`config.mk`:
```
export PLATFORM = sky130hd
export DESIGN_NAME = scalu
export DESIGN_NICKNAME = d
export VERILOG_FILES = /design/src/hdl/core_pkg.sv /design/src/hdl/isa_pkg.sv /design/src/hdl/scalu.sv
export SDC_FILE = /design/constraint.sdc
export NUM_CORES = 1
export LEC_CHECK = 0
export BUFFER_PORTS_ARGS = -buffer_cell sky130_fd_sc_hd__buf_2
export CAP_MARGIN = 10
export CORE_MARGIN = 5
export CORE_UTILIZATION = 30
export DETAILED_ROUTE_END_ITERATION = 8
export REMOVE_ABC_BUFFERS = 1
export SETUP_SLACK_MARGIN = 0.3
export SLEW_MARGIN = 5
export SYNTH_ARGS = -nofsm -noshare
export SYNTH_HDL_FRONTEND = slang
export SYNTH_SLANG_ARGS = --single-unit
```
`constraint.sdc`:
```
create_clock -name clk -period 4.1 [get_ports clk]
set_input_delay 0.41 -clock clk [delete_from_list [all_inputs] [get_ports clk]]
set_output_delay 0.41 -clock clk [all_outputs]
set_load 0.01 [all_outputs]
```
`src/hdl/core_pkg.sv`:
```
// Core package with data widths, tag types and default sizes for the execution cluster
package core_pkg;

  // Operand and result word
  typedef logic [31:0] word_t;

  // Reorder-buffer tag, also the wakeup key
  // A waiting operand keeps its producer tag in bits 7:0
  typedef logic [7:0] robid_t;

  // Destination register, bit 5 set means no destination
  typedef logic [5:0] preg_t;

  // Default station depth
  localparam int DEF_RS_ENTRIES = 32;

  // Default multi-cycle unit latency
  localparam int DEF_MC_LATENCY = 4;

endpackage

```
`src/hdl/isa_pkg.sv`:
```
// ISA package with micro-op opcodes, the unit-class rule and the shared ALU datapath
package isa_pkg;

  import core_pkg::*;

  // Multi-cycle class ops have both top bits set
  typedef enum logic [4:0] {
    OP_ADD   = 5'b00000,
    OP_SUB   = 5'b00001,
    OP_AND   = 5'b00010,
    OP_OR    = 5'b00011,
    OP_XOR   = 5'b00100,
    OP_SLL   = 5'b00101,
    OP_SRL   = 5'b00110,
    OP_SRA   = 5'b00111,
    OP_SLT   = 5'b01000,
    OP_SLTU  = 5'b01001,
    OP_MUL   = 5'b11000,
    OP_MULH  = 5'b11001,
    OP_MULHU = 5'b11010
  } alu_op_e;

  function automatic logic is_mc_op(alu_op_e op);
    return &op[4:3];
  endfunction

  // ALU-class result, shifts take the low 5 bits of b
  function automatic word_t alu_calc(alu_op_e op, word_t a, word_t b);
    case (op)
      OP_ADD:  return a + b;
      OP_SUB:  return a - b;
      OP_AND:  return a & b;
      OP_OR:   return a | b;
      OP_XOR:  return a ^ b;
      OP_SLL:  return a << b[4:0];
      OP_SRL:  return a >> b[4:0];
      OP_SRA:  return $unsigned($signed(a) >>> b[4:0]);
      OP_SLT:  return {31'b0, $signed(a) < $signed(b)};
      OP_SLTU: return {31'b0, a < b};
      default: return '0;
    endcase
  endfunction

endpackage

```
`src/hdl/scalu.sv`:
```
// Single-cycle integer ALU with an operand stage and a result held until writeback grant
`timescale 1ns/1ns
module scalu
  import core_pkg::*;
  import isa_pkg::*;
(
  input  logic    clk,
  input  logic    rst,
  input  logic    flush,
  input  logic    issue,
  input  alu_op_e op,
  input  robid_t  robid,
  input  preg_t   rd,
  input  word_t   op1,
  input  word_t   op2,
  input  logic    grant,
  output logic    busy,
  output logic    done,
  output robid_t  done_robid,
  output preg_t   done_rd,
  output word_t   done_result
);

  logic    s1_vld;
  alu_op_e s1_op;
  robid_t  s1_robid;
  preg_t   s1_rd;
  word_t   s1_op1;
  word_t   s1_op2;

  // Free once the held result is taken
  assign busy = s1_vld | (done & ~grant);

  always_ff @(posedge clk) begin
    if (rst || flush) begin
      s1_vld <= 1'b0;
      done   <= 1'b0;
    end else begin
      s1_vld <= issue;
      if (s1_vld) begin
        done <= 1'b1;
      end else if (grant) begin
        done <= 1'b0;
      end
    end
  end

  always_ff @(posedge clk) begin
    if (issue) begin
      s1_op    <= op;
      s1_robid <= robid;
      s1_rd    <= rd;
      s1_op1   <= op1;
      s1_op2   <= op2;
    end
    if (s1_vld) begin
      done_robid  <= s1_robid;
      done_rd     <= s1_rd;
      done_result <= alu_calc(s1_op, s1_op1, s1_op2);
    end
  end

endmodule

```
After elaboration in Yosys (flattened, before gate mapping). Cells that the tools add are included.

Register bits: 131. Bits of input ports: 88. Output and inout bits: 48. Word-level logic and storage cells: 38.

Add/sub/neg operators: 2. Magnitude comparators: 2. Equal/unequal tests: 9. Shift-type cells: 3. Mux-type cells: 3. Bitwise operators: 6. Reductions and logical operators: 3.

Operator list (count): case mux 32 bit (10 select lines) (1); < comparator 32 bit (2); adder 32 bit (1); AND 32 bit (1); OR 32 bit (1); << shifter 32 x 5 -> 32 bit (1); right shift 32 x 5 -> 32 bit (1); >>> shifter 32 x 5 -> 32 bit (1); subtractor 32 bit (1); bitwise XOR 32 bit (1); equality test 5 x 3 -> 1 bit, second input constant (4); equality test 5 x 2 -> 1 bit, second input constant (2); equality test 5 x 4 -> 1 bit, second input constant (2); equality test 5 x 1 -> 1 bit, second input constant (1); logical NOT 5 bit (1); 2-to-1 mux 1 bit (2); nonzero test 2 bit (1); AND 1 bit (1); logical OR 1 bit (1); NOT 1 bit (1); OR 1 bit (1).

Logic depth before layout (Yosys ltp).
Word-level depth: 3. Mapped depth: 15. Depth with buffers taken out: 13.

Least setup slack after synthesis. OpenSTA, ideal clock, no wires.

Kind: register to register. From: reg s1_op2[1]. To: reg done_result[25] (data pin). Library setup time: 0.254 ns. Arrival: 3.656 ns. Data required time: 3.846 ns. Setup slack: 0.189 ns. Cell stages (with the launch flop): 15. Path buffers: 3. Period minus slack after synthesis: 3.911 ns. Cells stage by stage: edfxtp_1 > inv_1 > buf_2 > buf_1 > clkbuf_1 > ha_1 > o21bai_1 > o211ai_1 > a311oi_1 > a22o_1 > a22oi_1 > a211oi_2 > nor2_1 > a2111o_1 > o21a_1.

Word-level cells in the longest chain between the ends: 2. Elaborated cells between the ends (all ways): 6. Those cells by class: add/sub (2); shift (3); mux (1).

RTL lines: start, declared (line scalu.sv:29) `word_t s1_op2;`; start signal, assigned (line scalu.sv:54) `s1_op2 <= op2;`; subtractor 32 bit (tied with other cells) (line isa_pkg.sv:31) `OP_SUB: return a - b;`; case mux 32 bit (10 select lines) * (line isa_pkg.sv:29) `case (op)`; end signal, assigned (line scalu.sv:59) `done_result <= alu_calc(s1_op, s1_op1, s1_op2);`; end, declared (line scalu.sv:21) `output word_t done_result`.

Mark *: on every way between the ends. The rest lies on a longest branch, timed or not. A chain may end at the register's enable or synchronous reset.

Final worst setup path.
From: reg s1_op2[0]. To: reg done_result[12] (data pin).

The elaborated chain is that of the path after synthesis.

==> metrics.md <==
| Metric | Value |
|---|---|
| Post-synth top flop | edfxtp_1 |
| # setup viols final | 0 |
| Met3 wire length | 4380 microns |
| Gr usage total | a little under a quarter |
| Die width | ~210 microns |
| Worst Path Buf+Inv | 2 |
| CP Class | flip-flop to flip-flop |
| Clock Skew | 0.0205 ns |
| First-pass GRT wire length | 79400 microns |
| Final Critical Period | around 3.7 ns |
| Wl on met1 | approximately 23000 microns |
| Commonest non-fill, non-tap cell in the layout | nor2_1 |
| DIE AREA | between 40000 and 50000 sq um |
| Synth warn | 0 |
| Drt drc | 0 |
| Met2 WL post-DR | about 24000 microns |
| Worst reg-to-reg path cell count | 10 |
| CP Launch Type | flip-flop |
| Most frequent cells in the layout | nor2_1, buf_2, edfxtp_1, a21oi_1, nand2_1 |
| Highest Signal Layer | met4 |
| Setup crit end kind | flip-flop |
| Syn-to-layout area delta | 16.8% |
| Hold_buf cts | 0 |
| # diodes | 0 |
| Remaining antenna violation count | 0 |
| Row cnt | 75 |
| H-tree depth | 4 |
| Slew headroom | ~36% |
| Max Buffers Root-to-Sink | 2 |
| Crit-path slowest cell | a21oi_1 |
| Status | finished clean |
| Fillers | around 4400 |
| Worst skew pair latency | ~0.46 ns |
| Layout cells sized above 1 | 18.8% |
| Clk root buf | clkbuf_16 |
| Initial Util | a little under a third |
| Placed insts | 2071 |
| Hold Crit Class | primary input to flip-flop |
| Placed wire-length estimate | 40600 microns |
| Most frequent CP cell | a21oi_1 |
| Pre-antenna DRT Iters | 6 |
| Yosys cell types | 86 |
| Final Hold Vio Count | 0 |
| WHS Path Cells | 2 |
| Drt total wl | between 50000 and 60000 microns |
| CTS buffer count | 17 |
| Core area | between 40000 and 50000 sq um |
| Seq cells post-synth | 131 |
| Avg Cell Area, Syn | ~9 sq um |
| Cell Area, Synth | between 10000 and 15000 sq um |
| Layout Nets | between 1500 and 2000 |
| Fin crit share | roughly nine tenths |
| Routed len/inst | roughly 25 microns |
| Psw | roughly 2000 uW |
| Non-filler instance count after layout | about 2100 |
| Die height | between 200 and 250 microns |
| Vias in the first global route | 12000 |
| GPL Wtd Cong | between 0.9 and 1 |
| Antenna violations before repair | 2 |
| Switching Share | a little under two fifths |
| Total of max-cap violations | 0 |
| WP data required | roughly 4.3 ns |
| Initial DRC count | roughly 1500 |
| Max IR drop VDD | 0.000298 V |
| Critical path, cell by cell | buf_12, clkinv_1, ha_1, a21oi_1, nor2_1, a21oi_1, a211oi_1, a211oi_1, a21oi_1, a211o_1 |
| Post-synth EDFFs | 129 |
| R2R setup slack | ~0.4 ns |
| Crit path DAT | between 3 and 4 ns |
| Worst-Margin Slew | between 0.9 and 1 ns |
| Logic pwr share | ~37% |
| Via density | approximately 5.9 |
| TritonCTS clock tree | yes |
| Delay-heaviest family, CP | compound AO/OA/AOI/OAI gates |
| Largest stage delay, worst path | 0.65 ns |
| I/O pins | ~140 |
| Vias | around 12000 |
| Port Buffers | about 140 |
| Grt ovf | 0 |
| Largest net degree at the start of global routing | 73 |
| Clock network power share | 30.2% |
| Unrepaired setup endpoints after global routing | yes |
| Fmax | roughly 0.27 GHz |
| Util after Layout | about a third |
| CTS sink count | 131 |
| Worst-path clk slew | ~0.060 ns |
| Power Density | about 350 nW/um^2 |
| Reg power frac | 32.7% |
| Synth Instances | roughly 1400 |
| Sequential area share after synthesis | a little under a third |
| Leakage | ~0.0060 uW |
| Internal power | about 3200 uW |
| Async SR Flop Fraction | 0% |
| CP max FO | 72 |
| Stages on the worst setup path | 10 |
| Slew Limit Fails | 0 |
registers in the layout (all words and copies together) (netlist names):
| name | cells |
|---|---|
| s1_robid | 8 |
| s1_op1 | 32 |
| done | 1 |
| s1_op | 5 |
| s1_vld | 1 |
| s1_rd | 6 |
| done_result | 32 |
| done_rd | 6 |
| s1_op2 | 32 |
| done_robid | 8 |
logic make-up (layout without fill, tap and decap cells):
| logic type | Yosys count | after routing | share of synthesized area, % |
|---|---|---|---|
| buffers and inverters | 202 | 343 | 6.47 |
| AO/OA/AOI/OAI | 475 | 475 | 25.1 |
| AND/OR/NAND/NOR | 396 | 396 | 14.5 |
| adder cells (fa/ha/maj) | 101 | 101 | 10.2 |
| flip-flops | 131 | 131 | 31.2 |
| multiplexers | 99 | 99 | 10.6 |
| XOR/XNOR | 27 | 27 | 1.88 |
metal layers:
metal | vias to the layer above | track usage [%]
met2 | 679 | 35.0
li1 | 5594 | -
met1 | 6023 | 31.1
met4 | 0 | 8.35
met5 | - | 0
met3 | 109 | 5.14
worst paths after layout:
kind	start	to
worst max-delay path	s1_op2[0]	done_result[12]
worst min-delay path	flush	s1_vld
worst max register to register	s1_op2[0]	done_result[12]
worst min register to register	s1_rd[3]	done_rd[3]
synthesized netlist by cell type (12+ instances only):
master / number / share of area (%)
a211oi_1: 30 / 1.8
a21oi_1: 127 / 5.1
a221o_1: 20 / 1.6
a221oi_1: 14 / 0.98
a22oi_1: 13 / 0.78
a31oi_1: 13 / 0.65
buf_1: 15 / 0.45
buf_2: 25 / 1.0
clkbuf_1: 57 / 1.7
edfxtp_1: 129 / 31
ha_1: 99 / 9.9
inv_1: 94 / 2.8
mux2i_1: 62 / 4.9
mux4_2: 25 / 4.5
nand2_1: 123 / 3.7
nand2b_1: 12 / 0.60
nand3_1: 22 / 0.88
nor2_1: 141 / 4.2
nor3_1: 23 / 0.92
o211ai_1: 30 / 1.8
o21ai_0: 105 / 4.2
o21bai_1: 12 / 0.72
o31ai_1: 13 / 0.78
xnor2_1: 25 / 1.7
worst register-to-register path: cells and delay by family (launching register included):
kind | cells | cell delay, ns
flops | 1 | 0.45
compound gates | 6 | 2.13
fa+ha+maj | 1 | 0.25
buf+inv | 2 | 0.55
simple gates | 1 | 0.06
cell type report:
type | count | area, sq um | area share [%]
clock buffers | 21 | 450 | 3.07
clock inverters | 11 | 128 | 0.871
inverters | 100 | 375 | 2.56
multi-input cells | 1098 | 7850 | 53.6
flip-flops and latches | 131 | 3920 | 26.7
well taps | 539 | 674 | 4.60
repair buffers | 211 | 1260 | 8.61
power groups by stage:
stage,combinational (uW),clock (uW),sequential (uW)
2_1_floorplan,1110,0,1780
4_1_cts,1850,1610,1690
6_report,1910,1560,1690
5_1_grt,2060,1670,1700
3_5_place_dp,1840,0,1720
3_3_place_gp,1850,0,1720
timing repair:
action,CTS,global route
setup buffers,0,8
resized for setup,0,2
setup endpoints to repair,0,8
metrics by stage:
step / area [sq um] / total power, uW / setup WS (ns) / hold WS (ns) / setup TNS [ns]
after floorplan: 12100 / 2880 / -1.38 / 0.400 / -27.49
after global placement: 14000 / 3570 / 0.413 / 0.400 / 0
after detailed placement: 14000 / 3560 / 0.432 / 0.405 / 0
after CTS: 14600 / 5150 / 0.410 / 0.0823 / 0
after global routing: 14700 / 5430 / 0.255 / 0.0861 / 0
final: 14700 / 5150 / 0.398 / 0.121 / 0
(Power assumes the default switching activity.)
