### config.mk
export PLATFORM = sky130hd
export DESIGN_NAME = mcalu
export DESIGN_NICKNAME = d
export VERILOG_FILES = /design/src/hdl/core_pkg.sv /design/src/hdl/isa_pkg.sv /design/src/hdl/mcalu.sv
export SDC_FILE = /design/constraint.sdc
export NUM_CORES = 2
export LEC_CHECK = 0
export ABC_AREA = 1
export BUFFER_PORTS_ARGS = -buffer_cell sky130_fd_sc_hd__buf_2
export CAP_MARGIN = 20
export CORE_MARGIN = 2
export CORE_UTILIZATION = 42
export CTS_BUF_LIST = sky130_fd_sc_hd__clkbuf_4 sky130_fd_sc_hd__clkbuf_8 sky130_fd_sc_hd__clkbuf_16
export CTS_CLUSTER_SIZE = 8
export DETAILED_ROUTE_END_ITERATION = 7
export PLACE_DENSITY = 0.64
export SLEW_MARGIN = 20
export SYNTH_ARGS = -nofsm -noshare
export SYNTH_HDL_FRONTEND = slang
export SYNTH_SLANG_ARGS = --single-unit
### constraint.sdc
create_clock -name clk -period 10.7 [get_ports clk]
set_clock_uncertainty 0.2 [all_clocks]
set_input_delay 1.07 -clock clk [delete_from_list [all_inputs] [get_ports clk]]
set_output_delay 1.07 -clock clk [all_outputs]
set_load 0.05 [all_outputs]
### src/hdl/core_pkg.sv
// Core package with data widths, tag types and default sizes for the execution cluster
package core_pkg;

  // Operand and result word
  typedef logic [31:0] word_t;

  // Reorder-buffer tag, also the wakeup key
  // A waiting operand keeps its producer tag in bits 7:0
  typedef logic [7:0] robid_t;

  // Destination register, bit 5 set means no destination
  typedef logic [5:0] preg_t;

  // Default station depth
  localparam int DEF_RS_ENTRIES = 32;

  // Default multi-cycle unit latency
  localparam int DEF_MC_LATENCY = 4;

endpackage

### src/hdl/isa_pkg.sv
// ISA package with micro-op opcodes, the unit-class rule and the shared ALU datapath
package isa_pkg;

  import core_pkg::*;

  // Multi-cycle class ops have both top bits set
  typedef enum logic [4:0] {
    OP_ADD   = 5'b00000,
    OP_SUB   = 5'b00001,
    OP_AND   = 5'b00010,
    OP_OR    = 5'b00011,
    OP_XOR   = 5'b00100,
    OP_SLL   = 5'b00101,
    OP_SRL   = 5'b00110,
    OP_SRA   = 5'b00111,
    OP_SLT   = 5'b01000,
    OP_SLTU  = 5'b01001,
    OP_MUL   = 5'b11000,
    OP_MULH  = 5'b11001,
    OP_MULHU = 5'b11010
  } alu_op_e;

  function automatic logic is_mc_op(alu_op_e op);
    return &op[4:3];
  endfunction

  // ALU-class result, shifts take the low 5 bits of b
  function automatic word_t alu_calc(alu_op_e op, word_t a, word_t b);
    case (op)
      OP_ADD:  return a + b;
      OP_SUB:  return a - b;
      OP_AND:  return a & b;
      OP_OR:   return a | b;
      OP_XOR:  return a ^ b;
      OP_SLL:  return a << b[4:0];
      OP_SRL:  return a >> b[4:0];
      OP_SRA:  return $unsigned($signed(a) >>> b[4:0]);
      OP_SLT:  return {31'b0, $signed(a) < $signed(b)};
      OP_SLTU: return {31'b0, a < b};
      default: return '0;
    endcase
  endfunction

endpackage

### src/hdl/mcalu.sv
// Multi-cycle unit for multiplies and ALU ops, result held until writeback grant
`timescale 1ns/1ns
module mcalu
  import core_pkg::*;
  import isa_pkg::*;
#(
  parameter int MC_LATENCY = DEF_MC_LATENCY
) (
  input  logic    clk,
  input  logic    rst,
  input  logic    flush,
  input  logic    issue,
  input  alu_op_e op,
  input  robid_t  robid,
  input  preg_t   rd,
  input  word_t   op1,
  input  word_t   op2,
  input  logic    grant,
  output logic    busy,
  output logic    done,
  output robid_t  done_robid,
  output preg_t   done_rd,
  output word_t   done_result
);

  localparam int CW = $clog2(MC_LATENCY);

  logic          running;
  logic [CW-1:0] cnt;
  logic          last;
  alu_op_e       op_q;
  robid_t        robid_q;
  preg_t         rd_q;
  word_t         op1_q;
  word_t         op2_q;
  logic [63:0]   prod_s;
  logic [63:0]   prod_u;
  word_t         res;

  assign busy = running | (done & ~grant);
  assign last = running & (cnt == '0);

  // Signed and unsigned full products
  assign prod_s = $unsigned(64'($signed(op1_q)) * 64'($signed(op2_q)));
  assign prod_u = 64'(op1_q) * 64'(op2_q);

  always_comb begin
    case (op_q)
      OP_MUL:   res = prod_u[31:0];
      OP_MULH:  res = prod_s[63:32];
      OP_MULHU: res = prod_u[63:32];
      default:  res = alu_calc(op_q, op1_q, op2_q);
    endcase
  end

  // Count runs from MC_LATENCY-1 to zero, done on the following edge
  always_ff @(posedge clk) begin
    if (rst || flush) begin
      running <= 1'b0;
      done    <= 1'b0;
    end else begin
      if (issue) begin
        running <= 1'b1;
        cnt     <= CW'(MC_LATENCY - 1);
      end else if (last) begin
        running <= 1'b0;
      end else if (running) begin
        cnt <= cnt - 1'b1;
      end
      if (last) begin
        done <= 1'b1;
      end else if (grant) begin
        done <= 1'b0;
      end
    end
  end

  always_ff @(posedge clk) begin
    if (issue) begin
      op_q    <= op;
      robid_q <= robid;
      rd_q    <= rd;
      op1_q   <= op1;
      op2_q   <= op2;
    end
    if (last) begin
      done_robid  <= robid_q;
      done_rd     <= rd_q;
      done_result <= res;
    end
  end

endmodule

**Yosys cells after proc, flatten, opt, wreduce, memory -nomap -nowiden**

Cells that the tools add are included.
W data, S select, Z words.

- Add/subtract/negate cells: 3
- Multipliers: 2
- $lt $le $gt $ge: 2
- Equal/unequal tests: 13
- Shifts and indexed selects: 3
- Mux-type cells: 8
- Bitwise operators: 8
- Reduce and logical (&&, ||, !) cells: 7

Operator list:

| kind | count |
|---|---|
| $pmux W32 S10 | 1 |
| $mul A32 B32 Y64 | 2 |
| $pmux W32 S3 | 1 |
| $lt A32 B32 Y1 | 2 |
| $add A32 B32 Y32 | 1 |
| $and A32 B32 Y32 | 1 |
| $or A32 B32 Y32 | 1 |
| $shl A32 B5 Y32 | 1 |
| $shr A32 B5 Y32 | 1 |
| $sshr A32 B5 Y32 | 1 |
| $sub A32 B32 Y32 | 1 |
| $xor A32 B32 Y32 | 1 |
| $eq A5 B3 Y1 const B | 4 |
| $eq A5 B5 Y1 const B | 3 |
| $eq A5 B2 Y1 const B | 2 |
| $eq A5 B4 Y1 const B | 2 |
| $reduce_bool A2 Y1 | 3 |
| $eq A5 B1 Y1 const B | 1 |
| $logic_not A5 Y1 | 1 |
| $mux W1 | 4 |
| $mux W2 | 2 |
| $reduce_and A3 Y1 | 1 |
| $and A1 B1 Y1 | 2 |
| $logic_not A2 Y1 | 1 |
| 5 further kinds | 6 |

- Bits in registers: 133
- Input bits: 88
- Output and inout port bits: 48

**Depth between registers and ports, before layout**

- Depth after elaboration: 4
- Gate-level depth with buffers: 37

**Worst setup path after synthesis**

No wires, ideal clock.

- Path kind: register to register
- From: reg op1_q[31]
- To: reg done_result[18], data pin
- Setup time: 0.254 ns
- Data arrival time: 7.382 ns
- Data required time: 10.246 ns
- Path slack: 2.863 ns
- Stages on the path, launching flop included: 32
- Path buffers: 3
- Period minus slack after synthesis: 7.837 ns
- Path through: edfxtp_1 -> buf_2 -> buf_2 -> buf_1 -> nand2_1 -> inv_1 -> fa_1 -> inv_1 -> fa_1 -> inv_1 -> fa_1 -> fa_1 -> inv_1 -> fa_1 -> inv_1 -> fa_1 -> inv_1 -> fa_1 -> inv_1 -> fa_1 -> ha_1 -> nand2_1 -> nor2_1 -> nand2_1 -> nor2_1 -> nand2_1 -> a21oi_1 -> nor2_1 -> nor2_1 -> nor2_1 -> nor2_1 -> nand2_1

- Word-level cells in the longest chain between the ends: 3
- Elaborated cells between the ends (all ways): 7

Ends and longest elaborated chain:

| element | line | RTL |
|---|---|---|
| start: declaration | mcalu.sv:34 | `word_t op1_q;` |
| start signal: assignment | mcalu.sv:83 | `op1_q <= op1;` |
| branches (longest 2 deep; another with $mul A32 B32 Y64) | -- |  |
| $pmux W32 S3 (*) | mcalu.sv:48 | `case (op_q)` |
| via res[18] | mcalu.sv:38 | `word_t res;` |
| end signal: assignment | mcalu.sv:89 | `done_result <= res;` |
| end: declaration | mcalu.sv:23 | `output word_t done_result` |

Mark *: on every way through the listed nets, which the timed path passes.
A chain may end at the register's enable or synchronous reset.

**Final worst setup path**

- From: reg op1_q[9]
- To: reg done_result[24], data pin

- Word-level cells in the longest chain between the ends: 3
- Elaborated cells between the ends (all ways): 9

Ends and longest elaborated chain:

| element | line |
|---|---|
| branches (longest 2 deep; another with $mul A32 B32 Y64) | -- |
| $pmux W32 S3 (*) | mcalu.sv:48 |
| via res[24] | mcalu.sv:38 |

Marked as above.

==> summary.txt <==
Floorplan
  • Top-Level Pins: around 140
  • Core area: ~170000 µm²
  • Chip height: between 400 and 500 µm
  • Die area: roughly 170000 µm²
  • Die Width: 415 µm
  • Initial Util: 42.3%
  • # rows: 150

Clock network
  • Clock transition at the registers of the reported paths: roughly 0.09 ns
  • Hold Buf Count CTS: 0
  • CTS H-tree depth: 4
  • CTS root buf: clkbuf_16
  • Clock Path Buffers: 2
  • Sink Count: 133
  • Setup repair bufs after CTS: 0
  • Clk Latency, worst-skew pair: between 0.5 and 0.6 ns
  • CTS Buf Count: 17
  • TritonCTS clock tree: done
  • Post-CTS resize count: 0

Yosys
  • Seq/Total Area, Yosys: under 10%
  • Yosys cell types: 63
  • FF+latch count, synth: about 130
  • Mapped cell area: 70800 µm²
  • Cells after Synth: 9687
  • Post-synth top cells: inv_1 (2821), nand2_1 (2664), fa_1 (1473)
  • Post-synth EDFFs: 131
  • Synth top area share: a little over two fifths
  • Asr flop ratio synth: 0%
  • Syn_nets: 11700
  • Synth Warn #: 0
  • Synth area leader: fa_1
  • Synth area leaders: fa_1 (42%), inv_1 (15%), nand2_1 (14%)
  • Most common cell in the netlist: inv_1
  • Syn_area_per_cell: 7.31 µm²
  • Ys flop type: edfxtp_1

Critical path
  • Worst path cell trace: buf_4, ha_1, inv_1, fa_1, inv_1, fa_1, inv_1, fa_1, inv_1, fa_1, fa_1, fa_1, fa_1, fa_1, ha_1, nand2_1, nand2_1, inv_1, nand2_1, a21oi_1, nand3_1, o21ai_1, nand4_1
  • Crit Path Max Fanout: 16
  • Reg-to-reg startpoint: op1_q[9]
  • Reg2Reg Capture Point: done_result[24]
  • CP delay by family, top: adder cells
  • Worst setup path end: done_result[24]
  • Startpoint types: register
  • R2R cell count: 23
  • CP Data Required Time: ~11 ns
  • Slowest CP cell: edfxtp_1
  • Kind of critical path: reg2reg
  • Crit path launch: op1_q[9]
  • CP arrival: between 9 and 10 ns
  • Worst path most repeated cell: fa_1
  • Buffers and inverters on the worst path: 6
  • Kind of end point of the critical path: register
  • Worst path depth: 23
  • Register-to-register setup slack: between 1 and 1.5 ns
  • CP max stage delay: slightly above 1 ns

STA
  • Max Clk Rate: 103 MHz
  • Period utilisation layout: ~90%
  • Rel. slew slack: between 20% and 30%
  • Final min period: just under 10 ns
  • Finish-stage setup viols: 0
  • Worst slew pin tran: 1.18 ns
  • Setup TNS: 0 ns
  • Slew Limit Fails: 0
  • Fin. Hold Viols: 0
  • RSZ-0062 raised after global routing: false

Route
  • Routed Antenna Nets: 0
  • Post-Route WL: ~310000 µm
  • Routed WL per cell: roughly 26 µm
  • Drt drc: 1
  • Iter 0 DRT Violations: around 6700
  • Drt pass-1 iters: 8
  • Vias per cell: roughly 5.3
  • Total vias in the final route: around 63000

Layout
  • Final Non-Filler Cells: between 10000 and 15000
  • Nets@finish: 11700
  • Area growth syn-to-layout: 5.21%
  • Layout cell share with drive strength beyond 1: around 4.6%

Placement
  • Placed cells: between 10000 and 15000
  • Gp weighted congestion: about 1.1
  • Final HPWL DP: approximately 270000 µm
  • I/O Buffers: between 100 and 150

Flow run
  • MaxCap Viol Count: 0

Global routing
  • Met3 Use GR: under 10%
  • Vias in the first global route: 65100
  • First-pass GRT wire length: 448000 µm
  • Met2 usage: 57.0%
  • Initial antenna violation count: 12
  • GR peak layer: met2
  • Met1 Usage GRT: between 40% and 50%
  • Largest net degree at the start of global routing: 76
  • Tot GR Track Use: a little over a third
  • GRT Residual Overflow: 0

Run status
  • Failing checks: design-rule violations
  • Status: finished with violations

Worst hold path
  • Min-delay worst type: reg2reg
-- flip-flops by register name (all words and copies together), names as in the netlist --
signal       count
done             1
done_rd          6
done_robid       8
cnt              2
rd_q             6
running          1
op_q             5
op1_q           32
done_result     32
robid_q          8
op2_q           32
-- per-stage QoR --
step	hold slack [ns]	area (µm²)	worst slack, ns	util [%]
2_1_floorplan	0.200	70800	2.86	-
3_3_place_gp	0.201	73900	0.940	44.2
3_5_place_dp	0.206	73900	1.21	44.2
4_1_cts	0.209	74500	1.17	44.5
5_1_grt	0.220	74500	0.695	44.5
6_report	0.205	74500	1.03	44.5
-- placed cells by master, fill, tap and decap left out, types with 9 or more instances in the layout --
master,instances
nor3_1,33
nand4_1,85
xor2_1,13
nand2_2,41
or2_2,10
nor4_1,11
nor2_1,437
nand2_1,2664
and3_1,13
fa_1,1473
clkbuf_16,17
inv_1,2820
nor2_4,9
o21bai_1,23
o21ai_0,106
o22ai_1,19
buf_4,130
edfxtp_1,131
and2_1,9
inv_2,27
ha_1,483
nand3_1,581
o211ai_1,10
a21oi_1,197
o21ai_1,27
nor2_2,11
nand3b_1,25
a21boi_0,21
buf_2,134
-- worst min path at each step --
stage / cells after the start / startpoint / end / slack [ns]
6_report: 0 / robid_q[4] / done_robid[4] / 0.21
3_3_place_gp: 0 / robid_q[5] / done_robid[5] / 0.20
2_1_floorplan: 0 / rd_q[0] / done_rd[0] / 0.20
5_1_grt: 0 / robid_q[6] / done_robid[6] / 0.22
3_5_place_dp: 0 / robid_q[6] / done_robid[6] / 0.21
4_1_cts: 0 / robid_q[6] / done_robid[6] / 0.21
-- metal layers --
metal,routed length [µm],part of all wire [%]
met3,25100,8.2
met4,21600,7.0
met5,40,0.013
met2,136000,44
met1,124000,40
-- cells by family after synthesis --
| family | Yosys count | synth area share (%) |
|---|---|---|
| AO/OA/AOI/OAI | 435 | 3.49 |
| XOR/XNOR | 20 | 0.247 |
| adder cells (fa/ha/maj) | 1956 | 50.2 |
| buffers and inverters | 3181 | 17.2 |
| flip-flops | 133 | 5.61 |
| AND/OR/NAND/NOR | 3962 | 23.2 |
-- layout make-up --
class | count | area [µm²]
Tap cell | 2204 | 2760
Sequential cell | 133 | 3970
Timing Repair Buffer | 271 | 1790
Multi-Input combinational cell | 6373 | 54600
Fill cell | 17300 | 92700
Clock inverter | 15 | 168
Antenna cell | 6 | 15.0
Inverter | 2853 | 10700
Clock buffer | 17 | 425
Power is left out: the tool's default activity adds up to more than one toggle a clock period on the data nets, which glitch-free logic cannot reach.
