## src/hdl/core_pkg.sv

```systemverilog
// Core package with data widths, tag types and default sizes for the execution cluster
package core_pkg;

  // Operand and result word
  typedef logic [31:0] word_t;

  // Reorder-buffer tag, also the wakeup key
  // A waiting operand keeps its producer tag in bits 7:0
  typedef logic [7:0] robid_t;

  // Destination register, bit 5 set means no destination
  typedef logic [5:0] preg_t;

  // Default station depth
  localparam int DEF_RS_ENTRIES = 32;

  // Default multi-cycle unit latency
  localparam int DEF_MC_LATENCY = 4;

endpackage

```

## src/hdl/wb_arbiter.sv

```systemverilog
// Writeback arbiter granting one finished unit per cycle and registering the broadcast
`timescale 1ns/1ns
module wb_arbiter
  import core_pkg::*;
(
  input  logic   clk,
  input  logic   rst,
  input  logic   flush,
  input  logic   sc0_done,
  input  robid_t sc0_robid,
  input  preg_t  sc0_rd,
  input  word_t  sc0_result,
  input  logic   sc1_done,
  input  robid_t sc1_robid,
  input  preg_t  sc1_rd,
  input  word_t  sc1_result,
  input  logic   mc0_done,
  input  robid_t mc0_robid,
  input  preg_t  mc0_rd,
  input  word_t  mc0_result,
  input  logic   mc1_done,
  input  robid_t mc1_robid,
  input  preg_t  mc1_rd,
  input  word_t  mc1_result,
  output logic   sc0_grant,
  output logic   sc1_grant,
  output logic   mc0_grant,
  output logic   mc1_grant,
  output logic   wb_valid,
  output robid_t wb_robid,
  output preg_t  wb_rd,
  output word_t  wb_result
);

  logic   any_done;
  robid_t sel_robid;
  preg_t  sel_rd;
  word_t  sel_result;

  assign any_done = sc0_done | sc1_done | mc0_done | mc1_done;

  // Fixed priority, long-latency units first
  always_comb begin
    sc0_grant  = 1'b0;
    sc1_grant  = 1'b0;
    mc0_grant  = 1'b0;
    mc1_grant  = 1'b0;
    sel_robid  = sc1_robid;
    sel_rd     = sc1_rd;
    sel_result = sc1_result;
    if (mc0_done) begin
      mc0_grant  = 1'b1;
      sel_robid  = mc0_robid;
      sel_rd     = mc0_rd;
      sel_result = mc0_result;
    end else if (mc1_done) begin
      mc1_grant  = 1'b1;
      sel_robid  = mc1_robid;
      sel_rd     = mc1_rd;
      sel_result = mc1_result;
    end else if (sc0_done) begin
      sc0_grant  = 1'b1;
      sel_robid  = sc0_robid;
      sel_rd     = sc0_rd;
      sel_result = sc0_result;
    end else if (sc1_done) begin
      sc1_grant = 1'b1;
    end
  end

  always_ff @(posedge clk) begin
    if (rst || flush) begin
      wb_valid <= 1'b0;
    end else begin
      wb_valid <= any_done;
    end
  end

  always_ff @(posedge clk) begin
    if (any_done) begin
      wb_robid  <= sel_robid;
      wb_rd     <= sel_rd;
      wb_result <= sel_result;
    end
  end

endmodule

```

## config.mk

```make
export PLATFORM = sky130hd
export DESIGN_NAME = wb_arbiter
export DESIGN_NICKNAME = d
export VERILOG_FILES = /design/src/hdl/core_pkg.sv /design/src/hdl/wb_arbiter.sv
export SDC_FILE = /design/constraint.sdc
export NUM_CORES = 1
export LEC_CHECK = 0
export BUFFER_PORTS_ARGS = -buffer_cell sky130_fd_sc_hd__buf_2
export CAP_MARGIN = 20
export CORE_ASPECT_RATIO = 2
export CORE_MARGIN = 3
export CORE_UTILIZATION = 35
export DETAILED_ROUTE_END_ITERATION = 6
export HOLD_SLACK_MARGIN = 0.06
export PLACE_DENSITY_LB_ADDON = 0.05
export SYNTH_ARGS = -nofsm -noshare
export SYNTH_HDL_FRONTEND = slang
export SYNTH_SLANG_ARGS = --single-unit
export TNS_END_PERCENT = 30
```

## constraint.sdc

```tcl
create_clock -name clk -period 1.8 [get_ports clk]
set_input_delay 0.18 -clock clk [delete_from_list [all_inputs] [get_ports clk]]
set_output_delay 0.18 -clock clk [all_outputs]
set_load 0.01 [all_outputs]
```

## Word-level counts from Yosys, hierarchy flattened

Index checks and enable logic that the tools add are counted.

| word-level totals | value |
|---|---|
| register bits after elaboration | 47 |
| bits of input ports | 191 |
| output and inout bits | 51 |

| cells by class | value |
|---|---|
| multiplexer cells | 19 |
| reductions and logical operators | 1 |
| bitwise operators | 3 |

Operators by type and width:

| kind | number |
|---|---|
| $mux W32 | 3 |
| $mux W8 | 3 |
| $mux W6 | 3 |
| $mux W1 | 10 |
| $or A1 B1 Y1 | 3 |
| $logic_or A1 B1 Y1 | 1 |

## Depth between registers and ports, before layout

Gate-level depths: netlist (run 1).

| depth | value |
|---|---|
| word-level depth | 4 |
| mapped depth | 5 |

## Worst setup path before layout (run 1)

Ideal clock, no wire load.

| timing | value |
|---|---|
| path type | input-to-reg |
| from | input port sc0_done |
| to | register wb_valid |
| data arrival time | 1263 ps |
| stages | 3 |
| data required time | 1683 ps |
| path slack | 420 ps |
| cells stage by stage | buf_6 or4_4 nor3b_1 |

| between the ends | value |
|---|---|
| longest elaborated chain between the ends | 3 |

RTL lines:

| what | line | text |
|---|---|---|
| from (decl) | wb_arbiter.sv:9 | `input logic sc0_done,` |
| $or A1 B1 Y1 (3 in a row) | wb_arbiter.sv:40 | `assign any_done = sc0_done \| sc1_done \| mc0_done \| mc1_done;` |
| named net any_done | wb_arbiter.sv:35 | `logic any_done;` |
| to (signal assigned) | wb_arbiter.sv:75 | `wb_valid <= any_done;` |
| to (decl) | wb_arbiter.sv:29 | `output logic wb_valid,` |

The timed path passes the listed nets, and every way through them passes these cells.
A chain may end at the register's enable or synchronous reset.

## Worst setup path after layout (run 1)

| timing | value |
|---|---|
| from | input port mc1_done |
| to | register wb_valid |

| between the ends | value |
|---|---|
| longest elaborated chain between the ends | 1 |

RTL lines:

| what | line | text |
|---|---|---|
| from (decl) | wb_arbiter.sv:21 | `input logic mc1_done,` |
| $or A1 B1 Y1 | wb_arbiter.sv:40 |  |
| named net any_done | wb_arbiter.sv:35 |  |

The timed path passes the listed nets, and every way through them passes these cells.

==> metrics, run 1 <==
first-pass GRT wire length 15.2 mm; Die Ht 139 microns; initial antenna violation count 0; post-route DRC violation count 0; dpl ws ~0.25 ns; largest net degree at the start of global routing 97; Fmax achieved 616 MHz; Core Area 8410 sq um; Mapped Nets 455; Seq pwr share 0.452; Filler cells 813; status finished clean; Cells after Synth 264; Pwr per Cell Area 679 nW/um^2; Initial DRC Count approximately 140; Slew HR 0.628; FP Rows 47; Die Area 10000 sq um; Yosys top cell area share 0.448; CTS buffer count 5; fin crit share 0.902; Clock Path Buffers 2; slew at the pin with the worst max-slew slack 0.558 ns; placed wire-length estimate 7.55 mm; worst path cell trace buf_2 -> or4_4 -> nor3b_1 -> dlygate4sd3_1; CP Launch Type input port; Post-CTS Resized 0; io pins 242; WHS 0.271 ns; Clk pwr share 0.299; final setup vio count 0; nets@finish 683; hold path cells 3; H-tree depth 2; Async S/R FF share, synth 0; via/cell ratio 5.02; worst min path class in2reg; crit path max fanout 24; unrepaired setup endpoints after global routing no; crit path max-delay cell type or4_4; Overall Global Routing Usage 0.195; GPL Wtd Cong 0.751; CTS tree built; # diodes 0; largest area contributor in the netlist edfxtp_1; Synth Flop Type edfxtp_1; final worst setup slack between 0.15 and 0.2 ns; clock tree sinks between 40 and 50; Die W 72.4 microns; Sequential Area 1400 sq um; CP peak stage delay 0.73 ns; Sw Share 0.263; I/O Buffers around 240; vias in the first global route 3065; Syn-to-layout area delta 44.9%; critical path type in2reg; Psw 0.000798 W; Synth Cell Area 3090 sq um; number of enable flip-flop cells after synthesis 46; Logic pwr share 0.249; Pint 0.00224 W; P_leak about 2 nW; most numerous cell in the Yosys netlist nor3b_1; Reg clk slew, reported paths about 0.060 ns; sequential area share after synthesis 0.454; share of post-route cells with drive strength above 1 0.525; DR WL/cell 17.5 microns; Netlist cell types 18; worst endpoint data arrival time roughly 1.8 ns; 1st-pass router iterations 4; total grt overflow 0; initial core utilization 0.367; Tmin final 1.62 ns; multi-input logic area 1510 sq um; max cap viols 0; Routed Antenna Nets 0; Synth warnings 0; via count 2967; Final Hold Fails 0; mean post-synth cell area around 12 sq um; CTS root buffer clkbuf_16; Final TNS setup 0 ns; Post-synth top cells 47 x nor3b_1, 46 x edfxtp_1, 46 x mux2i_1, 46 x nor2b_1, 42 x a211oi_1; flop and latch count out of synthesis 47; Final Max Slew Viols 0; Routed WL 10.3 mm; VDD IR max 0.370 mV; WP data required 1.98 ns; Worst Setup End Kind flop; top area cells in the synthesized netlist edfxtp_1 45%, mux2i_1 15%, nor3b_1 11%
==> flip-flops by register name, indices dropped and copies added, names as in the netlist <==
register	flops
wb_rd	6
wb_result	32
wb_robid	8
wb_valid	1
==> power by group through the flow <==
stage,Sequential [W],Clock (W),Combinational [W]
final,0.00137,0.000907,0.000756
after detailed placement,0.00140,0,0.000760
after global placement,0.00139,0,0.000752
after CTS,0.00137,0.000939,0.000764
after global routing,0.00138,0.000969,0.000823
after floorplan,0.00147,0,0.000300
==> through the flow <==
stage	instance area (sq um)	power (W)	utilization	std cells
global placement	4300	0.00215	0.512	580
CTS	4460	0.00308	0.531	590
global route	4470	0.00318	0.532	591
finish	4470	0.00303	0.532	591
floorplan	3090	0.00177	-	264
detailed placement	4300	0.00216	0.512	580
==> per-layer routing <==
metal | GRT usage | up-vias | routed length, microns
li1 | - | 1467 | -
met1 | 0.207 | 1342 | 3580
met2 | 0.366 | 146 | 5750
met3 | 0.0406 | 12 | 827
met4 | 0.0652 | 0 | 196
met5 | 0 | - | 0
==> final cells by class <==
| class | count | share of cell area |
|---|---|---|
| flip-flops and latches | 47 | 0.313 |
| repair buffers | 247 | 0.289 |
| clock inverters | 3 | 0.00336 |
| multi-input cells | 190 | 0.338 |
| well taps | 98 | 0.0274 |
| clock buffers | 5 | 0.0280 |
| inverters | 1 | 0.000840 |
==> repair_timing <==
| item | in CTS | in global routing |
|---|---|---|
| hold buffers | 2 | 0 |
| buffers inserted | 0 | 0 |
| setup endpoints to repair | 0 | 1 |
| hold endpoints to repair | 1 | 0 |
==> worst paths after layout <==
path,startpoint,end
worst min-delay path,mc0_robid[5],wb_robid[5]
worst max-delay path,mc1_done,wb_valid
==> worst max-delay path, delay by kind of cell <==
| family | cells | cell delay (ns) |
|---|---|---|
| and+or+nand+nor | 2 | 0.95 |
| buffers and inverters | 2 | 0.66 |
==> logic make-up after synthesis <==
| kind of cell | after synthesis | synth area share |
|---|---|---|
| buf+inv | 28 | 0.0620 |
| compound gates | 46 | 0.117 |
| mux | 46 | 0.149 |
| simple gates | 97 | 0.217 |
| flops | 47 | 0.454 |
==> placed cells by master (no fill, tap or decap) <==
cell / synthesis / routed
a211oi_1: 42 / 42
clkbuf_16: 0 / 5
or4_2: 0 / 1
inv_1: 1 / 1
or4_4: 1 / 1
buf_4: 4 / 1
clkinv_2: 0 / 3
nor3b_1: 47 / 47
dfxtp_1: 1 / 1
mux2i_1: 46 / 46
dlygate4sd3_1: 0 / 2
buf_12: 3 / 3
a211oi_2: 3 / 3
a221oi_1: 1 / 1
edfxtp_1: 46 / 46
nor2b_1: 46 / 46
buf_2: 12 / 241
and2_1: 1 / 1
nor4b_1: 1 / 1
nor2_4: 0 / 1
No activity file was read; power rests on OpenSTA's default activity.
==> inputs of run 2 (changes only) <==
==> constraint.sdc (replaced) <==
create_clock -name clk -period 1.5 [get_ports clk]
set_input_delay 0.15 -clock clk [delete_from_list [all_inputs] [get_ports clk]]
set_output_delay 0.15 -clock clk [all_outputs]
set_load 0.01 [all_outputs]
==> run 2 against run 1 <==
Compared with the run above:
- design area is 1.5% higher
- critical path type is now in2out
- combinational power is 22% higher
- count of clock-buffer cells in the layout is 3 higher
==> metrics, run 2 (synthesis gave the netlist of run 1 again) <==
status finished clean (unchanged); Clk pwr share 0.294 (was 0.299); Final Hold Fails 0 (unchanged); Sequential Area 1400 sq um (unchanged); GPL Wtd Cong 0.769 (was 0.751); WP data required 1.35 ns (was 1.98 ns); Die W 72.4 microns (unchanged); critical path type in2out (was in2reg); fin cells 600 (was 591); H-tree depth 2 (unchanged); Final TNS setup 0 ns (unchanged); worst endpoint data arrival time 1.08 ns (was 1.80 ns); Pwr per Cell Area 802 nW/um^2 (was 679 nW/um^2); final setup vio count 0 (unchanged); CTS tree built (unchanged); unrepaired setup endpoints after global routing no (unchanged); Routed WL 10.2 mm (was 10.3 mm); Routed Antenna Nets 0 (unchanged); Reg clk slew, reported paths 0.06 ns (about the same); placed wire-length estimate 8.15 mm (was 7.55 mm); P_leak 2.07 nW (was 2.04 nW); FP Rows 47 (unchanged); most common cell after layout, fill and taps aside buf_2 (unchanged); Die Area 10000 sq um (unchanged); Slew HR 0.779 (was 0.628); Worst Setup End Kind output pin (was flop); Overall Global Routing Usage 0.195 (about the same); Pint 0.00271 W (was 0.00224 W); DR WL/cell 17.0 microns (was 17.5 microns); CTS buffer count 5 (unchanged); CP peak stage delay 0.18 ns (was 0.73 ns); CTS root buffer clkbuf_16 (unchanged); clock tree sinks 47 (unchanged); Core Area 8410 sq um (unchanged); max reg flops 32 (unchanged); multi-input logic area 1500 sq um (was 1510 sq um); worst min path class in2reg (unchanged); largest net degree at the start of global routing 38 (was 97); total grt overflow 0 (unchanged); post-route DRC violation count 0 (unchanged); 1st-pass router iterations 4 (unchanged); HP Start mc1_result[22] (was mc0_robid[5]); first-pass GRT wire length 15.2 mm (about the same); Syn-to-layout area delta 47.0% (was 44.9%); Filler cells 786 (was 813); fin crit share 0.817; Final Max Slew Viols 0 (unchanged); Placed Cells 588 (was 580); Sw Share 0.255 (was 0.263); VDD IR max 0.541 mV (was 0.370 mV); met2 Use GR 0.355 (was 0.366); met1 Track Usage GR 0.195 (was 0.207); Logic pwr share 0.254 (was 0.249); most frequent cells in the layout 241 x buf_2, 47 x nor3b_1, 46 x mux2i_1, 46 x nor2b_1, 46 x edfxtp_1 (unchanged); Tmin final between 1 and 1.5 ns; Psw 0.000927 W (was 0.000798 W); worst path cell trace buf_2 -> buf_12 -> nor2_4 -> buf_12 -> and2_1 -> buf_2 (was buf_2 -> or4_4 -> nor3b_1 -> dlygate4sd3_1); Initial DRC Count 131 (was 141); via count 3006 (was 2967); max cap viols 0 (unchanged); largest registers wb_result: 32 flops, wb_robid: 8 flops, wb_rd: 6 flops (unchanged); CP Launch Type input port (unchanged); initial core utilization 0.367 (unchanged); share of post-route cells with drive strength above 1 0.526 (was 0.525); I/O Buffers 241 (unchanged); CP startpoint mc0_done (was mc1_done); vias in the first global route 3161 (was 3065); via/cell ratio 5.01 (was 5.02); slew at the pin with the worst max-slew slack 0.331 ns (was 0.558 ns); Seq pwr share 0.452 (about the same); crit path max-delay cell type buf_12 (was or4_4); global-route layer with the greatest usage met2 (unchanged); Die Ht 139 microns (unchanged); initial antenna violation count 1 (was 0); crit path max fanout 36 (was 24); Fmax achieved approximately 820 MHz; io pins 242 (unchanged); met3 Resource Use GR 0.0479 (was 0.0406); register name with the most flops wb_result (unchanged); Clock Path Buffers 2 (unchanged); nets@finish 690 (was 683)
==> run 2: cell count changes in the layout (fill, tap and decap cells not counted), sizes merged <==
cell	change
or4	-1
buf	+8
clkinv	-3
clkbuf	+3
diode	+2
==> run 2: worst max-delay path: cells and delay by family <==
kind | cells | cell delay, ns
AND/OR/NAND/NOR | 2 | 0.30
buffers and inverters | 4 | 0.61
==> run 2: through the flow <==
stage / util / hold slack [ns] / total power (W) / cell area (sq um) / setup slack, ns
floorplan: - / 0.225 / 0.00212 / 3090 / 0.150
global route: 0.539 / 0.246 / 0.00381 / 4530 / 0.215
global placement: 0.520 / 0.314 / 0.00259 / 4370 / 0.158
CTS: 0.539 / 0.227 / 0.00370 / 4530 / 0.258
detailed placement: 0.520 / 0.315 / 0.00261 / 4370 / 0.151
finish: 0.539 / 0.235 / 0.00364 / 4540 / 0.275
==> run 2: worst paths after layout <==
| check | endpoint | slack (ns) | cells after the start |
|---|---|---|---|
| setup / recovery | sc0_grant | 0.27 | 6 |
| hold / removal | wb_result[22] | 0.23 | 3 |
==> run 2: layout make-up <==
cell class | count | area share
antenna | 2 | 0.00110
clock buffer | 8 | 0.0301
inverter | 1 | 0.000828
multi-input combinational | 189 | 0.331
sequential | 47 | 0.309
tap | 98 | 0.0270
timing repair buffer | 255 | 0.301
==> run 2: timing repair <==
item,CTS,global route
setup buffers,0,0
setup endpoints to repair,0,0
resized for setup,0,0
hold buffers,2,0
hold endpoints to repair,1,0
==> run 2: layer usage <==
metal	share of wire	up-vias
li1	-	1476
met1	0.34	1348
met2	0.54	154
met3	0.084	28
met4	0.042	0
met5	0	-
==> run 2: power groups by stage <==
stage	combinational [W]	sequential, W	clock [W]
after detailed placement	0.000935	0.00167	0
after floorplan	0.000360	0.00176	0
after global placement	0.000925	0.00167	0
final	0.000924	0.00164	0.00107
after global routing	0.00101	0.00166	0.00114
after CTS	0.000941	0.00165	0.00111
