File: src/hdl/core_pkg.sv
// Core package with data widths, tag types and default sizes for the execution cluster
package core_pkg;

  // Operand and result word
  typedef logic [31:0] word_t;

  // Reorder-buffer tag, also the wakeup key
  // A waiting operand keeps its producer tag in bits 7:0
  typedef logic [7:0] robid_t;

  // Destination register, bit 5 set means no destination
  typedef logic [5:0] preg_t;

  // Default station depth
  localparam int DEF_RS_ENTRIES = 32;

  // Default multi-cycle unit latency
  localparam int DEF_MC_LATENCY = 4;

endpackage

File: src/hdl/isa_pkg.sv
// ISA package with micro-op opcodes, the unit-class rule and the shared ALU datapath
package isa_pkg;

  import core_pkg::*;

  // Multi-cycle class ops have both top bits set
  typedef enum logic [4:0] {
    OP_ADD   = 5'b00000,
    OP_SUB   = 5'b00001,
    OP_AND   = 5'b00010,
    OP_OR    = 5'b00011,
    OP_XOR   = 5'b00100,
    OP_SLL   = 5'b00101,
    OP_SRL   = 5'b00110,
    OP_SRA   = 5'b00111,
    OP_SLT   = 5'b01000,
    OP_SLTU  = 5'b01001,
    OP_MUL   = 5'b11000,
    OP_MULH  = 5'b11001,
    OP_MULHU = 5'b11010
  } alu_op_e;

  function automatic logic is_mc_op(alu_op_e op);
    return &op[4:3];
  endfunction

  // ALU-class result, shifts take the low 5 bits of b
  function automatic word_t alu_calc(alu_op_e op, word_t a, word_t b);
    case (op)
      OP_ADD:  return a + b;
      OP_SUB:  return a - b;
      OP_AND:  return a & b;
      OP_OR:   return a | b;
      OP_XOR:  return a ^ b;
      OP_SLL:  return a << b[4:0];
      OP_SRL:  return a >> b[4:0];
      OP_SRA:  return $unsigned($signed(a) >>> b[4:0]);
      OP_SLT:  return {31'b0, $signed(a) < $signed(b)};
      OP_SLTU: return {31'b0, a < b};
      default: return '0;
    endcase
  endfunction

endpackage

File: src/hdl/exec_rs.sv
// Reservation station holding renamed ops until ready, then steering them to a free unit
`timescale 1ns/1ns
module exec_rs
  import core_pkg::*;
  import isa_pkg::*;
#(
  parameter int RS_ENTRIES = DEF_RS_ENTRIES
) (
  input  logic    clk,
  input  logic    rst,
  input  logic    flush,
  input  logic    write,
  input  alu_op_e op,
  input  robid_t  robid,
  input  preg_t   rd,
  input  logic    op1ready,
  input  word_t   op1,
  input  logic    op2ready,
  input  word_t   op2,
  output logic    stall,
  output alu_op_e iss_op,
  output robid_t  iss_robid,
  output preg_t   iss_rd,
  output word_t   iss_op1,
  output word_t   iss_op2,
  output logic    sc0_issue,
  output logic    sc1_issue,
  output logic    mc0_issue,
  output logic    mc1_issue,
  input  logic    sc0_busy,
  input  logic    sc1_busy,
  input  logic    mc0_busy,
  input  logic    mc1_busy,
  input  logic    wb_valid,
  input  robid_t  wb_robid,
  input  preg_t   wb_rd,
  input  word_t   wb_result
);

  localparam int IW = $clog2(RS_ENTRIES);

  logic [RS_ENTRIES-1:0] ent_valid;
  logic [RS_ENTRIES-1:0] ent_rdy1;
  logic [RS_ENTRIES-1:0] ent_rdy2;
  alu_op_e               ent_op    [RS_ENTRIES];
  robid_t                ent_robid [RS_ENTRIES];
  preg_t                 ent_rd    [RS_ENTRIES];
  word_t                 ent_op1   [RS_ENTRIES];
  word_t                 ent_op2   [RS_ENTRIES];

  logic [RS_ENTRIES-1:0] ready_vec;
  logic [IW-1:0]         sel_idx;
  logic [IW-1:0]         free_idx;
  logic [IW-1:0]         ins_idx;
  logic                  sel_found;
  logic                  full;
  logic                  issued;
  logic                  accept;
  logic                  mc_class;
  logic                  wake;
  logic                  ins_match1;
  logic                  ins_match2;

  // Writebacks with no destination wake nobody
  assign wake      = wb_valid & ~wb_rd[5];
  assign ready_vec = ent_valid & ent_rdy1 & ent_rdy2;
  assign full      = &ent_valid;

  // Lowest-index ready entry is selected
  always_comb begin
    sel_found = 1'b0;
    sel_idx   = '0;
    for (int i = RS_ENTRIES - 1; i >= 0; i--) begin
      if (ready_vec[i]) begin
        sel_found = 1'b1;
        sel_idx   = IW'(i);
      end
    end
  end

  // Lowest free slot
  always_comb begin
    free_idx = '0;
    for (int i = RS_ENTRIES - 1; i >= 0; i--) begin
      if (!ent_valid[i]) begin
        free_idx = IW'(i);
      end
    end
  end

  assign iss_op    = ent_op[sel_idx];
  assign iss_robid = ent_robid[sel_idx];
  assign iss_rd    = ent_rd[sel_idx];
  assign iss_op1   = ent_op1[sel_idx];
  assign iss_op2   = ent_op2[sel_idx];
  assign mc_class  = is_mc_op(iss_op);

  // Steering order scalu0, scalu1, mcalu0, mcalu1; multiplies skip the scalus
  always_comb begin
    sc0_issue = 1'b0;
    sc1_issue = 1'b0;
    mc0_issue = 1'b0;
    mc1_issue = 1'b0;
    if (sel_found) begin
      if (!mc_class && !sc0_busy) begin
        sc0_issue = 1'b1;
      end else if (!mc_class && !sc1_busy) begin
        sc1_issue = 1'b1;
      end else if (!mc0_busy) begin
        mc0_issue = 1'b1;
      end else if (!mc1_busy) begin
        mc1_issue = 1'b1;
      end
    end
  end

  assign issued = sc0_issue | sc1_issue | mc0_issue | mc1_issue;

  // A full station still accepts into the slot that issues this cycle
  assign stall   = full & ~issued;
  assign accept  = write & ~stall;
  assign ins_idx = full ? sel_idx : free_idx;

  // Incoming operand may match the broadcast of this same cycle
  assign ins_match1 = wake & ~op1ready & (op1[7:0] == wb_robid);
  assign ins_match2 = wake & ~op2ready & (op2[7:0] == wb_robid);

  always_ff @(posedge clk) begin
    if (rst || flush) begin
      ent_valid <= '0;
    end else begin
      if (issued) begin
        ent_valid[sel_idx] <= 1'b0;
      end
      if (accept) begin
        ent_valid[ins_idx] <= 1'b1;
      end
    end
  end

  always_ff @(posedge clk) begin
    // Tag match fills waiting operands
    for (int i = 0; i < RS_ENTRIES; i++) begin
      if (wake && !ent_rdy1[i] && ent_op1[i][7:0] == wb_robid) begin
        ent_rdy1[i] <= 1'b1;
        ent_op1[i]  <= wb_result;
      end
      if (wake && !ent_rdy2[i] && ent_op2[i][7:0] == wb_robid) begin
        ent_rdy2[i] <= 1'b1;
        ent_op2[i]  <= wb_result;
      end
    end
    // Insertion overrides any wakeup into a reused slot
    if (accept) begin
      ent_op[ins_idx]    <= op;
      ent_robid[ins_idx] <= robid;
      ent_rd[ins_idx]    <= rd;
      ent_rdy1[ins_idx]  <= op1ready | ins_match1;
      ent_op1[ins_idx]   <= ins_match1 ? wb_result : op1;
      ent_rdy2[ins_idx]  <= op2ready | ins_match2;
      ent_op2[ins_idx]   <= ins_match2 ? wb_result : op2;
    end
  end

endmodule

File: config.mk
export PLATFORM = sky130hd
export DESIGN_NAME = exec_rs
export DESIGN_NICKNAME = d
export VERILOG_FILES = /design/src/hdl/core_pkg.sv /design/src/hdl/isa_pkg.sv /design/src/hdl/exec_rs.sv
export SDC_FILE = /design/constraint.sdc
export NUM_CORES = 2
export LEC_CHECK = 0
export ABC_CLOCK_PERIOD_IN_PS = 7990
export BUFFER_PORTS_ARGS = -buffer_cell sky130_fd_sc_hd__buf_2
export CAP_MARGIN = 20
export CELL_PAD_IN_SITES_DETAIL_PLACEMENT = 0
export CELL_PAD_IN_SITES_GLOBAL_PLACEMENT = 2
export CORE_UTILIZATION = 40
export CTS_CLUSTER_SIZE = 24
export DETAILED_ROUTE_END_ITERATION = 6
export PLACE_DENSITY = 0.74
export SYNTH_ARGS = -nofsm -noshare
export SYNTH_HDL_FRONTEND = slang
export SYNTH_SLANG_ARGS = --single-unit
File: constraint.sdc
create_clock -name clk -period 7.99 [get_ports clk]
set_clock_uncertainty 0.05 [all_clocks]
set_input_delay 0.3995 -clock clk [delete_from_list [all_inputs] [get_ports clk]]
set_output_delay 0.3995 -clock clk [all_outputs]
set_load 0.02 [all_outputs]
# Word-level counts from Yosys, hierarchy flattened
# Memory sizes are Yosys's and may differ from the RTL's.
# Index checks and enable logic that the tools add are counted.
# word_totals
n_memories	5
wordCells	620
ram_bits	2656
input_bits	140
output_inout_bits	88
reg_bits	96
# op_classes
bitwise	22
magnitude_cmp	4
n_reduce_logical	202
muxes	318
n_eq_ne	66
# memory_table
name	words	width	read_ports	rd_ports_with_merged_regs	wr	line	text
ent_op1	32	32	33	0	33	exec_rs.sv:48	word_t ent_op1 [RS_ENTRIES];
ent_op2	32	32	33	0	33	exec_rs.sv:49	word_t ent_op2 [RS_ENTRIES];
ent_robid	32	8	1	0	1	exec_rs.sv:46	robid_t ent_robid [RS_ENTRIES];
ent_rd	32	6	1	0	1	exec_rs.sv:47	preg_t ent_rd [RS_ENTRIES];
ent_op	32	5	1	0	1	exec_rs.sv:45	alu_op_e ent_op [RS_ENTRIES];
# ops
cell	n
equality test 8 bit	66
two-way mux 5 bit	65
two-way mux 1 bit	242
two-way mux 32 bit	7
logical AND 1 bit	132
bitwise AND 32 bit	3
logical NOT 1 bit	67
bitwise mux 32 bit	2
NOT 32 bit	1
bitwise OR 32 bit	1
AND reduction 32 bit	1
< comparator 5 x 6 -> 1 bit (second input constant)	2
demux 1 bit (select 5 bit)	2
greater-or-equal comparator 5 x 1 -> 1 bit (second input constant)	2
bitwise AND 1 bit	7
NOT 1 bit	5
bitwise OR 1 bit	5
AND reduction 2 bit	1
logical OR 1 bit	1

# Longest topological paths before layout
# An unclocked memory read counts as a cell.
# logic_depth
depth_word	50
depth_mapped	17
depth_no_buf	13

# Worst setup path before layout
# No wires, ideal clock.
# synth_path
path_kind	register to register
startpoint	reg ent_valid[8]
endpoint	mem ent_op2[13][0] (netlist name), enable pin
n_path_buf	4
setup_time_ps	466
required_time_ps	7474
path_stages_with_launch	17
arrival_time_ps	5807
path_slack_ps	1667
cell_sequence	dfxtp_1 and3_1 o21ai_1 a211oi_1 nand3b_1 o21ai_1 buf_2 buf_2 mux2i_1 nor3_1 a2111oi_2 a211oi_4 o311ai_4 buf_2 clkbuf_1 nand3_1 o21ai_0
# synth_rtl
item	line	text
start, declared	exec_rs.sv:42	logic [RS_ENTRIES-1:0] ent_valid;
start signal, assigned	exec_rs.sv:130	ent_valid <= '0;
start signal, assigned by index	exec_rs.sv:133	ent_valid[sel_idx] <= 1'b0;
start signal, assigned by index	exec_rs.sv:136	ent_valid[ins_idx] <= 1'b1;
end, declared	exec_rs.sv:49	

# Worst setup path in the final report
# layout_path
startpoint	reg ent_rdy2[29]
endpoint	out iss_op2[22]
# layout_between
elab_chain_len	32
# layout_lines
item	line	text
start, declared	exec_rs.sv:44	logic [RS_ENTRIES-1:0] ent_rdy2;
start signal, assigned by index	exec_rs.sv:160	ent_rdy2[ins_idx] <= op2ready | ins_match2;
bitwise AND 32 bit	exec_rs.sv:66	assign ready_vec = ent_valid & ent_rdy1 & ent_rdy2;
two-way mux 5 bit (30 in a row)	exec_rs.sv:74	if (ready_vec[i]) begin
memory (32 x 32 bit)	n/a	
end, declared	exec_rs.sv:25	output word_t iss_op2,
# Every way passes these cells.

==> results.json <==
{
  "die_width_um": 584,
  "overflow": 0,
  "wl_um": 582000,
  "pwr-share-clk": 0.443,
  "syn-cell-area_um2": 136000,
  "timing.critical_path.buf_inv": 4,
  "drive_gt1_frac": 0.109,
  "timing.final.ws_setup_ns": 0.394,
  "grt_pass1_wl_um": 785000,
  "required_ns": 7.54,
  "worstSetupEndpointType": "output pin",
  "switching_share": 0.231,
  "clockRootBuffer": "clkbuf_16",
  "core_area_um2": 337000,
  "yosys.area.top_type": "edfxtp_1",
  "floorplan.initialDensity": 0.403,
  "synth.most_common_cell": "edfxtp_1",
  "ys_warn_count": 0,
  "vdd_drop_max_mv": 0.165,
  "yosys-top-cells-area": "edfxtp_1, mux2_1, nand2_1, a222oi_1, xor2_1",
  "clk_path_buf_depth": 4,
  "cp-start-kind": "flop",
  "gp_routability_congestion": 0.948,
  "cts_resized": 0,
  "synth_seq_cells": 2752,
  "setup_tns_ns": 0,
  "slowest_stage": "buf_4",
  "grtUsageTotal": 0.329,
  "violations": "design-rule violations",
  "fillCellCount": 30821,
  "critPathMaxFanout": 67,
  "clk_latency_ns": 0.96,
  "synthArstFlopShare": 0,
  "cts_tree": "done",
  "synth_top_cell_area_share": 0.588,
  "crit_chain": "nand3_1 > nor2b_1 > a211oi_1 > o21ai_1 > a221oi_4 > nor2_4 > buf_4 > a21oi_4 > buf_4 > buf_4 > a222oi_1 > o22ai_1 > or4_1 > buf_2",
  "intPower_mw": 24.3,
  "cap_violations": 0,
  "grt_pass1_vias": 97446,
  "die_h_um": 584,
  "synth_commonest_cells": "edfxtp_1, nand2_1, mux2_1",
  "cts_buffers": 317,
  "antenna_left": 0,
  "rsz0062_at_grt": "false",
  "p_comb_frac": 0.053,
  "finalNetCount": 10702,
  "drv_slew": 0,
  "post-route-util": 0.450,
  "p_total_mw": 31.6,
  "worstSetupPathType": "flop to output pin",
  "grt_max_degree": 180,
  "drc": 26,
  "worstPathArrival_ns": 7.15,
  "power_density_nw_per_um2": 208,
  "max_freq_mhz": 132,
  "synth.avg_cell_area_um2": 12.5,
  "crit_family": "compound AO/OA/AOI/OAI gates",
  "routed_via_density": 6.67,
  "seqPwrFrac": 0.505,
  "yosysSeqAreaShare": 0.602,
  "drt_iter0_markers": 17544,
  "cts-htree-levels": 5,
  "clkTransAtPathRegs_ns": 0.06,
  "cts_setup_buffers": 0,
  "setup_viol": 0,
  "vias": 102354,
  "rows": 213,
  "netlist_instances": 10888,
  "synth_edf_count": 2656,
  "post-place-ws_ns": 1.40,
  "relSlewSlack": 0.0215,
  "synth_nets": 11028,
  "tightestPinTransition_ns": 1.47,
  "io_pins": 228,
  "min_path_type": "input pin to flop",
  "design.die.area_um2": 342000,
  "portBuffers": 222,
  "worst_path_largest_cell_delay_ns": 0.88,
  "antenna_found_initial": 27,
  "status": "finished with violations",
  "area_delta_synth_final_pct": 11.8,
  "synth_ff_type": "edfxtp_1",
  "synthDistinctLibCells": 80,
  "net-switching-power_mw": 7.31,
  "dr.pass1.iters": 7,
  "cpMostUsedCell": "buf_4",
  "period_minus_slack_ns": 7.60,
  "routedWlPerCell_um": 38.0,
  "finalCritPeriodShare": 0.951,
  "hold_viol": 0,
  "dpl.hpwl_um": 323000,
  "clock_sinks": 2752,
  "leakagePower_nw": 52.0
}
-- final timing paths --
path | from | endpoint | slack (ns) | cells past startpoint
max | ent_rdy2[29]$_DFF_P_ | iss_op2[22] | 0.39 | 14
min | op1[16] | ent_op1[13][16]$_DFFE_PP_ | 0.03 | 4
max reg2reg | ent_rdy2[29]$_DFF_P_ | ent_op1[3][13]$_DFFE_PP_ | 1.21 | 17
min reg2reg | ent_valid[25]$_SDFF_PP0_ | ent_valid[25]$_SDFF_PP0_ | 0.47 | 2
-- sequential cells by signal (all words and copies together), names as in the netlist --
| name | cells |
|---|---|
| ent_op1 | 1024 |
| ent_op2 | 1024 |
| ent_robid | 256 |
| ent_rd | 192 |
| ent_op | 160 |
| ent_rdy1 | 32 |
| ent_rdy2 | 32 |
| ent_valid | 32 |
-- layout make-up --
| cell class | instances | area [µm²] | area share |
|---|---|---|---|
| diodes | 11 | 27.5 | 0.000181 |
| clock buffers | 410 | 8520 | 0.0562 |
| clock inverters | 155 | 1140 | 0.00755 |
| inverters | 41 | 171 | 0.00113 |
| multi-input cells | 6907 | 49900 | 0.329 |
| flip-flops and latches | 2752 | 81700 | 0.538 |
| well taps | 4515 | 5650 | 0.0372 |
| repair buffers | 543 | 4600 | 0.0303 |
-- per-stage QoR --
step                hold WS (ns)  std cells  cell area [µm²]
finish                    0.0333      15334           152000
floorplan                  0.421      10888           136000
global placement           0.449      14714           142000
CTS                       0.0221      15308           152000
global route              0.0372      15326           152000
detailed placement         0.458      14720           142000
-- power groups by stage --
stage / Sequential (mW) / Clock, mW / Combinational (mW)
4_1_cts: 15.9 / 14.1 / 1.62
3_5_place_dp: 16.3 / 0 / 1.60
5_1_grt: 15.9 / 14.6 / 1.75
3_3_place_gp: 16.2 / 0 / 1.56
6_report: 15.9 / 14.0 / 1.66
2_1_floorplan: 16.2 / 0 / 0.996
-- timing repair --
item | in CTS | in global routing
endpoints found under the hold margin | 629 | 9
hold buffers | 23 | 4
setup endpoints to repair | 0 | 0
-- kinds of logic (layout without fill, tap and decap cells) --
| group | after synthesis | count (layout) | synth area share |
|---|---|---|---|
| flops | 2752 | 2752 | 0.602 |
| simple gates | 2581 | 2581 | 0.0803 |
| buf+inv | 1229 | 1149 | 0.0367 |
| compound gates | 2181 | 2181 | 0.114 |
| xor+xnor | 528 | 528 | 0.0341 |
| other cells | 0 | 11 | 0 |
| mux | 1617 | 1617 | 0.133 |
-- layer usage --
| metal | track usage | wire [µm] | up-vias |
|---|---|---|---|
| met3 | 0.0731 | 67700 | 1416 |
| met2 | 0.504 | 258000 | 7162 |
| met5 | 0 | 111 | - |
| li1 | - | - | 41417 |
| met1 | 0.435 | 220000 | 52341 |
| met4 | 0.178 | 36000 | 18 |
-- worst reg2reg max path, cell delays in order (launching register included) --
cell and delay, ns:
dfxtp_1 0.54, nand3_1 0.27, nor2b_1 0.22, a211oi_1 0.26
o21ai_1 0.21, a221oi_4 0.47, nor2_4 0.11, buf_4 0.27
a21oi_4 0.86, a2111oi_4 0.23, a211oi_4 0.50, o311ai_4 0.19
buf_8 0.21, buf_4 0.19, nand3_4 0.08, buf_4 0.51
buf_4 0.90, mux2_1 0.44
-- cells in the final DEF, fill, tap and decap left out, types with 12 or more instances in the layout --
cell,netlist,routed
edfxtp_1,2656,2656
nand2_1,2042,2000
mux2_1,1378,1378
a21oi_1,682,681
a222oi_1,648,648
xor2_1,493,493
a31oi_1,385,385
o22ai_1,328,328
clkbuf_16,0,327
buf_4,25,225
buf_2,217,211
mux2i_1,141,136
nor3_1,102,101
mux2_2,98,98
dfxtp_1,96,96
or4_1,89,89
nand3_1,85,83
clkbuf_1,898,80
buf_12,0,78
clkinv_1,1,75
nor4_1,73,71
nor2_1,71,57
nand2_4,0,42
clkinv_2,0,42
xnor2_1,35,35
inv_1,37,34
nand4_1,29,29
dlygate4sd3_1,0,27
o41ai_2,0,21
o31ai_1,21,21
o21ai_0,23,20
nand3_4,2,20
and3_1,22,12
No activity file was read; power rests on OpenSTA's default activity.
